$ cat src/verilog/adc_link_pkg.sv
`default_nettype none

package adc_link_pkg;

    localparam int ADC_W        = 12;  // bits per adc channel
    localparam int FRAME_LEN    = 16;  // samples per frame
    localparam int FIFO_DEPTH   = 16;
    localparam int FIFO_AW      = 4;
    localparam int LINK_CREDITS = 8;   // granted by the receiver after reset

    typedef logic [ADC_W-1:0] adc_code_t;    // raw offset-binary code
    typedef logic [ADC_W-1:0] adc_sample_t;  // two's complement
    typedef logic [3:0]       frame_idx_t;   // position within a frame
    typedef logic [3:0]       frame_num_t;   // wraps at 16
    typedef logic [3:0]       credit_cnt_t;  // 0 to LINK_CREDITS
    typedef logic [15:0]      drop_cnt_t;

    // one registered sample pair
    typedef struct packed {
        adc_sample_t ch_b;
        adc_sample_t ch_a;
    } sample_pair_t;

    // word sent on the fiber link, 32 bits
    typedef struct packed {
        adc_sample_t ch_b;
        adc_sample_t ch_a;
        frame_num_t  frame_num;
        frame_idx_t  frame_idx;
    } link_word_t;

endpackage

`default_nettype wire

$ cat src/verilog/adc_capture.sv
`timescale 1ns/1ps
`default_nettype none

module adc_capture (
    input  wire                         clk_29_7_1M,
    input  wire                         rst,
    input  wire                         i_adc_valid,
    input  adc_link_pkg::adc_code_t     i_adc_a,
    input  adc_link_pkg::adc_code_t     i_adc_b,
    output logic                        o_valid,
    output adc_link_pkg::sample_pair_t  o_pair
);

    localparam int MSB = adc_link_pkg::ADC_W - 1;

    adc_link_pkg::adc_sample_t conv_a;
    adc_link_pkg::adc_sample_t conv_b;

    // offset-binary to two's complement, flip the sign bit
    assign conv_a = {~i_adc_a[MSB], i_adc_a[MSB-1:0]};
    assign conv_b = {~i_adc_b[MSB], i_adc_b[MSB-1:0]};

    always_ff @(posedge clk_29_7_1M) begin
        if (!rst) begin
            o_valid <= 1'b0;
        end else begin
            o_valid <= i_adc_valid;
        end
    end

    // payload taken every clock, o_valid qualifies it
    always_ff @(posedge clk_29_7_1M) begin
        o_pair.ch_a <= conv_a;
        o_pair.ch_b <= conv_b;
    end

endmodule

`default_nettype wire

$ cat src/verilog/adc_fiber_link_top.sv
`timescale 1ns/1ps
`default_nettype none

module adc_fiber_link_top (
    input  wire                         clk_29_7_1M,
    input  wire                         rst,
    input  wire                         i_adc_valid,
    input  adc_link_pkg::adc_code_t     i_adc_a,
    input  adc_link_pkg::adc_code_t     i_adc_b,
    input  wire                         i_credit_return,
    output logic                        o_link_valid,
    output adc_link_pkg::link_word_t    o_link_word,
    output adc_link_pkg::drop_cnt_t     o_drop_count
);

    logic                       cap_valid;  // stage 1 out
    adc_link_pkg::sample_pair_t cap_pair;
    logic                       tag_valid;  // stage 2 out
    adc_link_pkg::link_word_t   tag_word;

    adc_capture adc_capture_inst (
        .clk_29_7_1M (clk_29_7_1M),
        .rst         (rst),
        .i_adc_valid (i_adc_valid),
        .i_adc_a     (i_adc_a),
        .i_adc_b     (i_adc_b),
        .o_valid     (cap_valid),
        .o_pair      (cap_pair)
    );

    frame_tagger frame_tagger_inst (
        .clk_29_7_1M (clk_29_7_1M),
        .rst         (rst),
        .i_valid     (cap_valid),
        .i_pair      (cap_pair),
        .o_valid     (tag_valid),
        .o_word      (tag_word)
    );

    link_credit_fifo link_credit_fifo_inst (
        .clk_29_7_1M     (clk_29_7_1M),
        .rst             (rst),
        .i_valid         (tag_valid),
        .i_word          (tag_word),
        .i_credit_return (i_credit_return),
        .o_link_valid    (o_link_valid),
        .o_link_word     (o_link_word),
        .o_drop_count    (o_drop_count)
    );

endmodule

`default_nettype wire

$ cat src/verilog/frame_tagger.sv
`timescale 1ns/1ps
`default_nettype none

module frame_tagger (
    input  wire                         clk_29_7_1M,
    input  wire                         rst,
    input  wire                         i_valid,
    input  adc_link_pkg::sample_pair_t  i_pair,
    output logic                        o_valid,
    output adc_link_pkg::link_word_t    o_word
);

    localparam adc_link_pkg::frame_idx_t IDX_LAST =
        adc_link_pkg::frame_idx_t'(adc_link_pkg::FRAME_LEN - 1);

    adc_link_pkg::frame_idx_t frame_idx;
    adc_link_pkg::frame_num_t frame_num;

    // counters move only on valid pairs
    always_ff @(posedge clk_29_7_1M) begin
        if (!rst) begin
            frame_idx <= '0;
            frame_num <= '0;
            o_valid   <= 1'b0;
        end else begin
            o_valid <= i_valid;
            if (i_valid) begin
                if (frame_idx == IDX_LAST) begin
                    frame_idx <= '0;
                    frame_num <= frame_num + 1'b1;  // next frame
                end else begin
                    frame_idx <= frame_idx + 1'b1;
                end
            end
        end
    end

    // tag with the counter values before they advance
    always_ff @(posedge clk_29_7_1M) begin
        if (i_valid) begin
            o_word.ch_b      <= i_pair.ch_b;
            o_word.ch_a      <= i_pair.ch_a;
            o_word.frame_num <= frame_num;
            o_word.frame_idx <= frame_idx;
        end
    end

endmodule

`default_nettype wire

$ cat src/verilog/link_credit_fifo.sv
`timescale 1ns/1ps
`default_nettype none

module link_credit_fifo (
    input  wire                         clk_29_7_1M,
    input  wire                         rst,
    input  wire                         i_valid,
    input  adc_link_pkg::link_word_t    i_word,
    input  wire                         i_credit_return,
    output logic                        o_link_valid,
    output adc_link_pkg::link_word_t    o_link_word,
    output adc_link_pkg::drop_cnt_t     o_drop_count
);

    localparam int AW = adc_link_pkg::FIFO_AW;
    localparam logic [AW:0] DEPTH = (AW + 1)'(adc_link_pkg::FIFO_DEPTH);
    localparam adc_link_pkg::credit_cnt_t CREDITS_INIT =
        adc_link_pkg::credit_cnt_t'(adc_link_pkg::LINK_CREDITS);

    adc_link_pkg::link_word_t mem [adc_link_pkg::FIFO_DEPTH];

    logic [AW-1:0]             wr_ptr;
    logic [AW-1:0]             rd_ptr;
    logic [AW:0]               count;     // occupancy, 0 to FIFO_DEPTH
    adc_link_pkg::credit_cnt_t credits;

    logic full;
    logic empty;
    logic wr_en;
    logic rd_en;

    assign full  = (count == DEPTH);
    assign empty = (count == '0);
    assign wr_en = i_valid && !full;
    assign rd_en = !empty && (credits != '0);  // send only with a credit in hand

    // pointers and occupancy
    always_ff @(posedge clk_29_7_1M) begin
        if (!rst) begin
            wr_ptr <= '0;
            rd_ptr <= '0;
            count  <= '0;
        end else begin
            if (wr_en) begin
                wr_ptr <= wr_ptr + 1'b1;
            end
            if (rd_en) begin
                rd_ptr <= rd_ptr + 1'b1;
            end
            case ({wr_en, rd_en})
                2'b10:   count <= count + 1'b1;
                2'b01:   count <= count - 1'b1;
                default: count <= count;
            endcase
        end
    end

    always_ff @(posedge clk_29_7_1M) begin
        if (wr_en) begin
            mem[wr_ptr] <= i_word;
        end
    end

    // a credit is spent with the edge that raises o_link_valid
    always_ff @(posedge clk_29_7_1M) begin
        if (!rst) begin
            credits <= CREDITS_INIT;
        end else begin
            case ({rd_en, i_credit_return})
                2'b10:   credits <= credits - 1'b1;
                2'b01:   credits <= credits + 1'b1;
                default: credits <= credits;  // send and return cancel
            endcase
        end
    end

    always_ff @(posedge clk_29_7_1M) begin
        if (!rst) begin
            o_link_valid <= 1'b0;
        end else begin
            o_link_valid <= rd_en;
        end
    end

    always_ff @(posedge clk_29_7_1M) begin
        if (rd_en) begin
            o_link_word <= mem[rd_ptr];
        end
    end

    // words lost on a full FIFO, holds at all ones
    always_ff @(posedge clk_29_7_1M) begin
        if (!rst) begin
            o_drop_count <= '0;
        end else if (i_valid && full && (o_drop_count != '1)) begin
            o_drop_count <= o_drop_count + 1'b1;
        end
    end

endmodule

`default_nettype wire
$ cat config.mk
export PLATFORM = sky130hd
export DESIGN_NAME = adc_fiber_link_top
export DESIGN_NICKNAME = d
export VERILOG_FILES = /design/src/verilog/adc_link_pkg.sv /design/src/verilog/adc_capture.sv /design/src/verilog/adc_fiber_link_top.sv /design/src/verilog/frame_tagger.sv /design/src/verilog/link_credit_fifo.sv
export SDC_FILE = /design/constraint.sdc
export NUM_CORES = 1
export LEC_CHECK = 0
export BUFFER_PORTS_ARGS = -buffer_cell sky130_fd_sc_hd__buf_2
export CAP_MARGIN = 15
export CORE_MARGIN = 1.5
export CORE_UTILIZATION = 30
export CTS_BUF_LIST = sky130_fd_sc_hd__clkbuf_4
export CTS_CLUSTER_DIAMETER = 30
export DETAILED_ROUTE_END_ITERATION = 10
export PLACE_DENSITY = 0.43
export SYNTH_ARGS = -nofsm -noshare
export SYNTH_HDL_FRONTEND = slang
export SYNTH_HIERARCHICAL = 1
export SYNTH_SLANG_ARGS = --single-unit
$ cat constraint.sdc
create_clock -name clk_29_7_1M -period 5.1 [get_ports clk_29_7_1M]
set_input_delay 0.765 -clock clk_29_7_1M [delete_from_list [all_inputs] [get_ports clk_29_7_1M]]
set_output_delay 0.765 -clock clk_29_7_1M [all_outputs]
set_load 0.1 [all_outputs]
==> run metrics, run 1 <==
# Max-Cap Violations 0; Port-buffer cells 76; drt first pass iters 5; unrepaired setup endpoints after global routing no; Clock Tree Buf Depth 3; global-route usage over all layers 0.144; Starting Density 0.304; Final setup viols 0; WL per Instance 22.6 um; 1st-iter DRT viols between 700 and 800; Period minus WS final 3.15 ns; count of nets after finishing between 1,000 and 1,500; Post-Syn Instances about 1,100; vias per inst about 4.7; Critical path origin link_credit_fifo_inst/count[1]; cell taking the most area after synthesis edfxtp_1; Syn Nets 1,120; grt total ovfl 0; CP Capture Type register; IO Pins between 70 and 80; first-pass GRT wire length 84,400 um; FP Rows 103; Worst Tran Pin Value about 1.0 ns; yosys warns 6; Placed Area 25,800 um^2; clock network latency to the later pin of the worst-skew pair just under 1 ns; R2R setup slack 1.95 ns; PwrDens 513 nW/um^2; RePlAce Congestion 0.715; Yosys top cell area share 0.721; worst r2r path cells 8; Synth Cell Area 24,000 um^2; Peak VDD IR around 0.00023 V; die width 286 um; total number of vias around 12,000; Worst Setup Path Type reg -> reg; fin crit share 0.618; Worst setup endpoint link_credit_fifo_inst/count[4]; run status complete, no violations; Area growth syn-to-layout 18.9%; initial antenna violation count 3; clk sinks 644; origin of the critical flop-to-flop path link_credit_fifo_inst/count[1]; sequential fraction of the synthesis area 0.778; Main synth FF type edfxtp_1; Avg Cell Area, Syn approximately 22 um^2; root buf cell clkbuf_4; Post-synth top cells 576 x edfxtp_1, 160 x mux4_2, 68 x dfxtp_1; leakage 9.26 nW; final-report max-slew violation count 0; hold_sp rst; layout cells sized above 1 0.403; CTS tree yes; CP Max Fanout 33; Core Area 79,000 um^2; post-route design area about 29,000 um^2; largest net degree at the start of global routing 65; CTS Buf Count around 180; Total Wirelength 57,200 um; residual DRC count 0; post-cts gate resize count 0; DRT antenna net count 0; max_slew headroom 0.332; WP data required approximately 6.0 ns; Area contributors post-synth edfxtp_1 72%, mux4_2 15%, dfxtp_1 5.7%; vias in the first global route about 13,000; worst endpoint data arrival time roughly 4 ns; EDFF count, synth roughly 580; Final Hold Viols 0; number of library cell types mapped by synthesis between 50 and 60; HPWL after DPL 28,300 um; Die ar. 81,600 um^2; capture point of the worst reg-to-reg path link_credit_fifo_inst/count[4]; worst hold path type in -> reg; flops & latches, synth 644; asr flop ratio synth 0; Hold Slack 0.313 ns; Die Span Y 286 um; post-route setup TNS 0 ns; H-tree Lvls 4; clock-pin slew on the worst setup and hold paths approximately 0.070 ns; fill cell total of the finished layout 7,356; Peak Freq 0.317 GHz; most numerous cell in the Yosys netlist edfxtp_1; startpoint types register; clock skew 0.0563 ns
-- repair_timing --
item,in CTS,in global routing
hold buffers,25,0
buffers inserted,0,0
endpoints found under the hold margin,25,0
endpoints found under the setup margin,0,0
-- report_power, final --
group / total, W / switching, W / internal, W
clock network: 0.00487 / 0.00212 / 0.00275
logic: 0.00330 / 0.00205 / 0.00125
registers: 0.00645 / 0.000379 / 0.00608
total: 0.0146 / 0.00455 / 0.0101
-- registers in the layout, summed over array words and instances (netlist names) --
register / count
adc_capture_inst/o_valid: 1
link_credit_fifo_inst/o_drop_count: 16
frame_tagger_inst/frame_idx: 4
frame_tagger_inst/o_word: 32
link_credit_fifo_inst/mem: 512
adc_capture_inst/o_pair: 24
frame_tagger_inst/frame_num: 4
link_credit_fifo_inst/o_link_valid: 1
link_credit_fifo_inst/count: 5
link_credit_fifo_inst/wr_ptr: 4
frame_tagger_inst/o_valid: 1
link_credit_fifo_inst/credits: 4
link_credit_fifo_inst/rd_ptr: 4
link_credit_fifo_inst/o_link_word: 32
-- layout make-up --
| class | instances | area, um^2 | share of cell area |
|---|---|---|---|
| diodes | 3 | 7.51 | 0.000263 |
| clock buffers | 275 | 2060 | 0.0724 |
| clock inverters | 44 | 353 | 0.0124 |
| inverters | 12 | 45.0 | 0.00158 |
| multi-input cells | 370 | 5170 | 0.181 |
| flip-flops and latches | 644 | 18700 | 0.655 |
| well taps | 1050 | 1310 | 0.0461 |
| repair buffers | 130 | 873 | 0.0306 |
-- how the worst min path moves through the flow --
stage                                      endpoint  slack (ns)  depth (start not counted)
CTS                 link_credit_fifo_inst/rd_ptr[3]        0.18                          2
detailed placement     frame_tagger_inst/o_word[19]        0.39                          0
finish              link_credit_fifo_inst/rd_ptr[3]        0.31                          2
global route        link_credit_fifo_inst/rd_ptr[3]        0.23                          2
global placement       frame_tagger_inst/o_word[23]        0.39                          0
floorplan              frame_tagger_inst/o_word[10]        0.39                          0
-- critical path, stage by stage, from the launching register on --
cell and delay [ns]:
dfxtp_1 0.41, or4_1 0.64, o21ai_2 0.37, inv_2 0.07, buf_4 0.38, ha_1 0.52, or2_2 0.33, o32ai_1 0.16
mux2i_1 0.21
-- through the flow --
stage | utilization | setup slack, ns | instances | total power [W]
floorplan | - | 1.33 | 1076 | 0.00910
global placement | 0.327 | 1.93 | 2181 | 0.00994
detailed placement | 0.327 | 1.90 | 2181 | 0.00994
CTS | 0.361 | 1.89 | 2525 | 0.0149
global route | 0.361 | 1.71 | 2527 | 0.0154
finish | 0.361 | 1.95 | 2528 | 0.0146
-- cell usage in the layout, fill, tap and decap left out, types with 8 or more instances in the layout --
cell type,n
a21oi_1,17
buf_2,76
buf_4,27
clkbuf_4,275
clkinv_1,24
dfxtp_1,63
dlygate4sd3_1,25
edfxtp_1,576
ha_1,15
inv_1,10
mux2i_1,10
mux4_2,160
nand2_1,16
nor2_1,20
nor2_4,12
o21ai_0,8
or4_1,9
xor2_1,10
-- layer usage --
| metal | vias up | track usage | wire length (um) |
|---|---|---|---|
| met3 | 108 | 0.0333 | 2730 |
| met5 | - | 0 | 0 |
| li1 | 5142 | - | - |
| met4 | 0 | 0.0602 | 1180 |
| met1 | 6250 | 0.191 | 26000 |
| met2 | 309 | 0.228 | 27400 |
-- cell families (layout without fill, tap and decap cells) --
group                      after synthesis  count (layout)  synth area share
xor gates and xnor gates                15              15           0.00548
adders and majority gates               16              16           0.00866
and+or+nand+nor                        115             115            0.0273
muxes                                  171             171             0.155
other                                    0               3                 0
buffers and inverters                   62             461            0.0110
AOI/OAI and AO/OA                       53              53            0.0145
DFF                                    644             644             0.778
No activity file was read; power rests on OpenSTA's default activity.
==> run 2, diff against run 1 <==
--- a/config.mk
+++ b/config.mk
@@ -5,6 +5,7 @@
 export SDC_FILE = /design/constraint.sdc
 export NUM_CORES = 1
 export LEC_CHECK = 0
+export ABC_AREA = 1
 export BUFFER_PORTS_ARGS = -buffer_cell sky130_fd_sc_hd__buf_2
 export CAP_MARGIN = 15
 export CORE_MARGIN = 1.5
@@ -12,7 +13,7 @@
 export CTS_BUF_LIST = sky130_fd_sc_hd__clkbuf_4
 export CTS_CLUSTER_DIAMETER = 30
 export DETAILED_ROUTE_END_ITERATION = 10
-export PLACE_DENSITY = 0.43
+export PLACE_DENSITY = 0.45
 export SYNTH_ARGS = -nofsm -noshare
 export SYNTH_HDL_FRONTEND = slang
 export SYNTH_HIERARCHICAL = 1
==> constraint.sdc (replaced) <==
create_clock -name clk_29_7_1M -period 2.89 [get_ports clk_29_7_1M]
set_input_delay 0.4335 -clock clk_29_7_1M [delete_from_list [all_inputs] [get_ports clk_29_7_1M]]
set_output_delay 0.4335 -clock clk_29_7_1M [all_outputs]
set_load 0.1 [all_outputs]
==> run 2 against run 1 <==
Die area rose by 3.9%. Setup slack got worse by 1.4 ns. Final cell count rose by 35%. Flip-flop and latch count did not move. Design area rose by 4.3%. Critical path depth fell by 7.
==> run metrics, run 2 <==
CTS Buf Count between 150 and 200; Hold Crit Depth 2; number of library cell types mapped by synthesis 33; CTS tree yes; Core Area 82,100 um^2; fill cell total of the finished layout 8,012; most numerous cell in the Yosys netlist edfxtp_1; CP peak stage delay 0.48 ns; global-route usage over all layers 0.154; met3 WL just over 3000 um; largest net degree at the start of global routing 165; switch share 0.361; layout cells sized above 1 0.193; Clock Power Share 0.315; Syn Nets 1,987; CP Capture Type output port; vias per inst 4.70; asr flop ratio synth 0; # Max-Cap Violations 0; run status complete, no violations; origin of the critical flop-to-flop path link_credit_fifo_inst/count[1]; Synth Cell Area 24,900 um^2; unrepaired setup endpoints after global routing no; Post-Route M1 WL 29,800 um; DR WL met2 30,700 um; DRT antenna net count 0; sequential fraction of the synthesis area 0.749; # Post-CTS Setup Buffers 0; highest metal used met4; PwrDens 903 nW/um^2; RePlAce Congestion between 0.7 and 0.8; Post-Syn Instances between 1,500 and 2,000; FP Rows 105; Area growth syn-to-layout 19.3%; Main synth FF type edfxtp_1; WP data required 2.46 ns; IO Pins 77; Largest register FFs 512; CP Max Fanout 6; Peak VDD IR 0.000616 V; Hold Slack between 0.1 and 0.15 ns; worst hold path type in -> reg; NetSw roughly 0.0097 W; register area between 15,000 and 20,000 um^2; Critical path origin link_credit_fifo_inst/o_drop_count[10]; fin crit share 0.820; worst endpoint data arrival time 1.94 ns; worst r2r path cells 7; startpoint types register; clock network latency to the later pin of the worst-skew pair 1.04 ns; most common cell after layout, fill and taps aside edfxtp_1; post-cts gate resize count 0; die width 291 um; root buf cell clkbuf_4; Worst Tran Pin Value 0.822 ns; vias in the first global route roughly 16,000; EDFF count, synth roughly 580; Die ar. approximately 85,000 um^2; HPWL after DPL around 34,000 um; WL per Instance 19.1 um; drt first pass iters 5; Worst Setup Path Type reg -> out; Period minus WS final between 2 and 2.5 ns; Top Family by Delay on Critical Path buffers and inverters; footprint of the multi-input gates approximately 5700 um^2; Peak Freq 0.422 GHz; final-report max-slew violation count 0; H-tree Lvls 4; cell taking the most area after synthesis edfxtp_1; clock-pin slew on the worst setup and hold paths around 0.060 ns; Seq pwr share 0.414; Area contributors post-synth edfxtp_1 69%, nor2_1 6.6%, dfxtp_1 5.5%; leakage around 10 nW; Crit path depth 1; 1st-iter DRT viols 1,013; initial antenna violation count 2; commonest cells after routing, fill and taps aside 576 x edfxtp_1, 422 x nor2_1, 259 x clkbuf_4, 202 x o21ai_0, 128 x o211ai_1; max_slew headroom 0.448; residual DRC count 0; hold_sp i_adc_b[6]; Port-buffer cells 76; Final Hold Viols 0; Avg Cell Area, Syn ~13 um^2; clock skew between 0.06 and 0.07 ns; power share of the combinational group 0.272; WP buf/inv 1; Int Power 0.0172 W; largest reg by FF count link_credit_fifo_inst/mem; grt total ovfl 0; first-pass GRT wire length 98,100 um; clk sinks 644; Total Wirelength between 60,000 and 70,000 um; Clock Tree Buf Depth 3; largest registers link_credit_fifo_inst/mem (512), frame_tagger_inst/o_word (32), link_credit_fifo_inst/o_link_word (32); Starting Density 0.304; yosys warns 6; Final setup viols 0; crit path cell chain buf_2; Yosys top cell area share 0.694; Post-synth top cells 576 x edfxtp_1, 438 x nor2_1, 202 x o21ai_0; total number of vias around 16,000; post-route setup TNS 0 ns; Die Span Y just under 300 um; flops & latches, synth 644; count of nets after finishing approximately 2,200; Crit-path slowest cell buf_2
==> run 2: cell types whose count changed in the layout (fill, tap and decap cells not counted), moves of 68 or more <==
cell / previous run / this run
o211ai_1: 3 / 128
nand2_1: 16 / 125
o21ai_1: 0 / 68
nand3_1: 5 / 90
nor2_1: 20 / 422
mux4_2: 160 / 0
o21ai_0: 8 / 202
==> run 2: cells by family after synthesis <==
| group | Yosys count | synth area share |
|---|---|---|
| flip-flops | 644 | 0.749 |
| AO/OA/AOI/OAI | 433 | 0.100 |
| buffers and inverters | 164 | 0.0293 |
| XOR/XNOR | 16 | 0.00562 |
| AND/OR/NAND/NOR | 670 | 0.108 |
| adder cells (fa/ha/maj) | 16 | 0.00833 |
==> run 2: final cells by class <==
cell class,instances,share of cell area
repair buffers,184,0.0498
clock inverters,65,0.0139
inverters,54,0.00699
multi-input cells,1135,0.190
clock buffers,259,0.0654
well taps,1070,0.0450
flip-flops and latches,644,0.628
diodes,6,0.000505
==> run 2: routing by layer <==
layer | vias up | global-route usage
met2 | 383 | 0.242
met4 | 0 | 0.0668
li1 | 7677 | -
met1 | 7867 | 0.201
met3 | 117 | 0.0389
met5 | - | 0
==> run 2: power groups by stage <==
stage	clock (W)	combinational (W)	sequential, W
floorplan	0	0.00378	0.0130
global placement	0	0.00731	0.0113
detailed placement	0	0.00735	0.0113
CTS	0.00879	0.00743	0.0111
global route	0.00924	0.00804	0.0112
finish	0.00844	0.00729	0.0111
==> run 2: metrics by stage <==
step / area [um^2] / worst slack [ns] / cells / util / total power (W)
after floorplan: 24900 / 0.179 / 1943 / - / 0.0167
after global placement: 26800 / 0.680 / 3036 / 0.327 / 0.0186
after detailed placement: 26800 / 0.661 / 3036 / 0.327 / 0.0187
after CTS: 29700 / 0.388 / 3411 / 0.362 / 0.0273
after global routing: 29700 / 0.380 / 3414 / 0.362 / 0.0284
final: 29700 / 0.520 / 3417 / 0.362 / 0.0268
==> run 2: final timing paths <==
| path | to | slack, ns |
|---|---|---|
| hold / removal | adc_capture_inst/o_pair[18] | 0.12 |
| setup reg to reg | link_credit_fifo_inst/mem[15][13] | 0.66 |
| hold reg to reg | frame_tagger_inst/o_word[8] | 0.39 |
| setup / recovery | o_drop_count[10] | 0.52 |
==> run 2: what timing repair did <==
item                                   in CTS  in global routing
setup endpoints to repair                   0                  0
endpoints found under the hold margin      57                  0
hold buffers                               51                  0
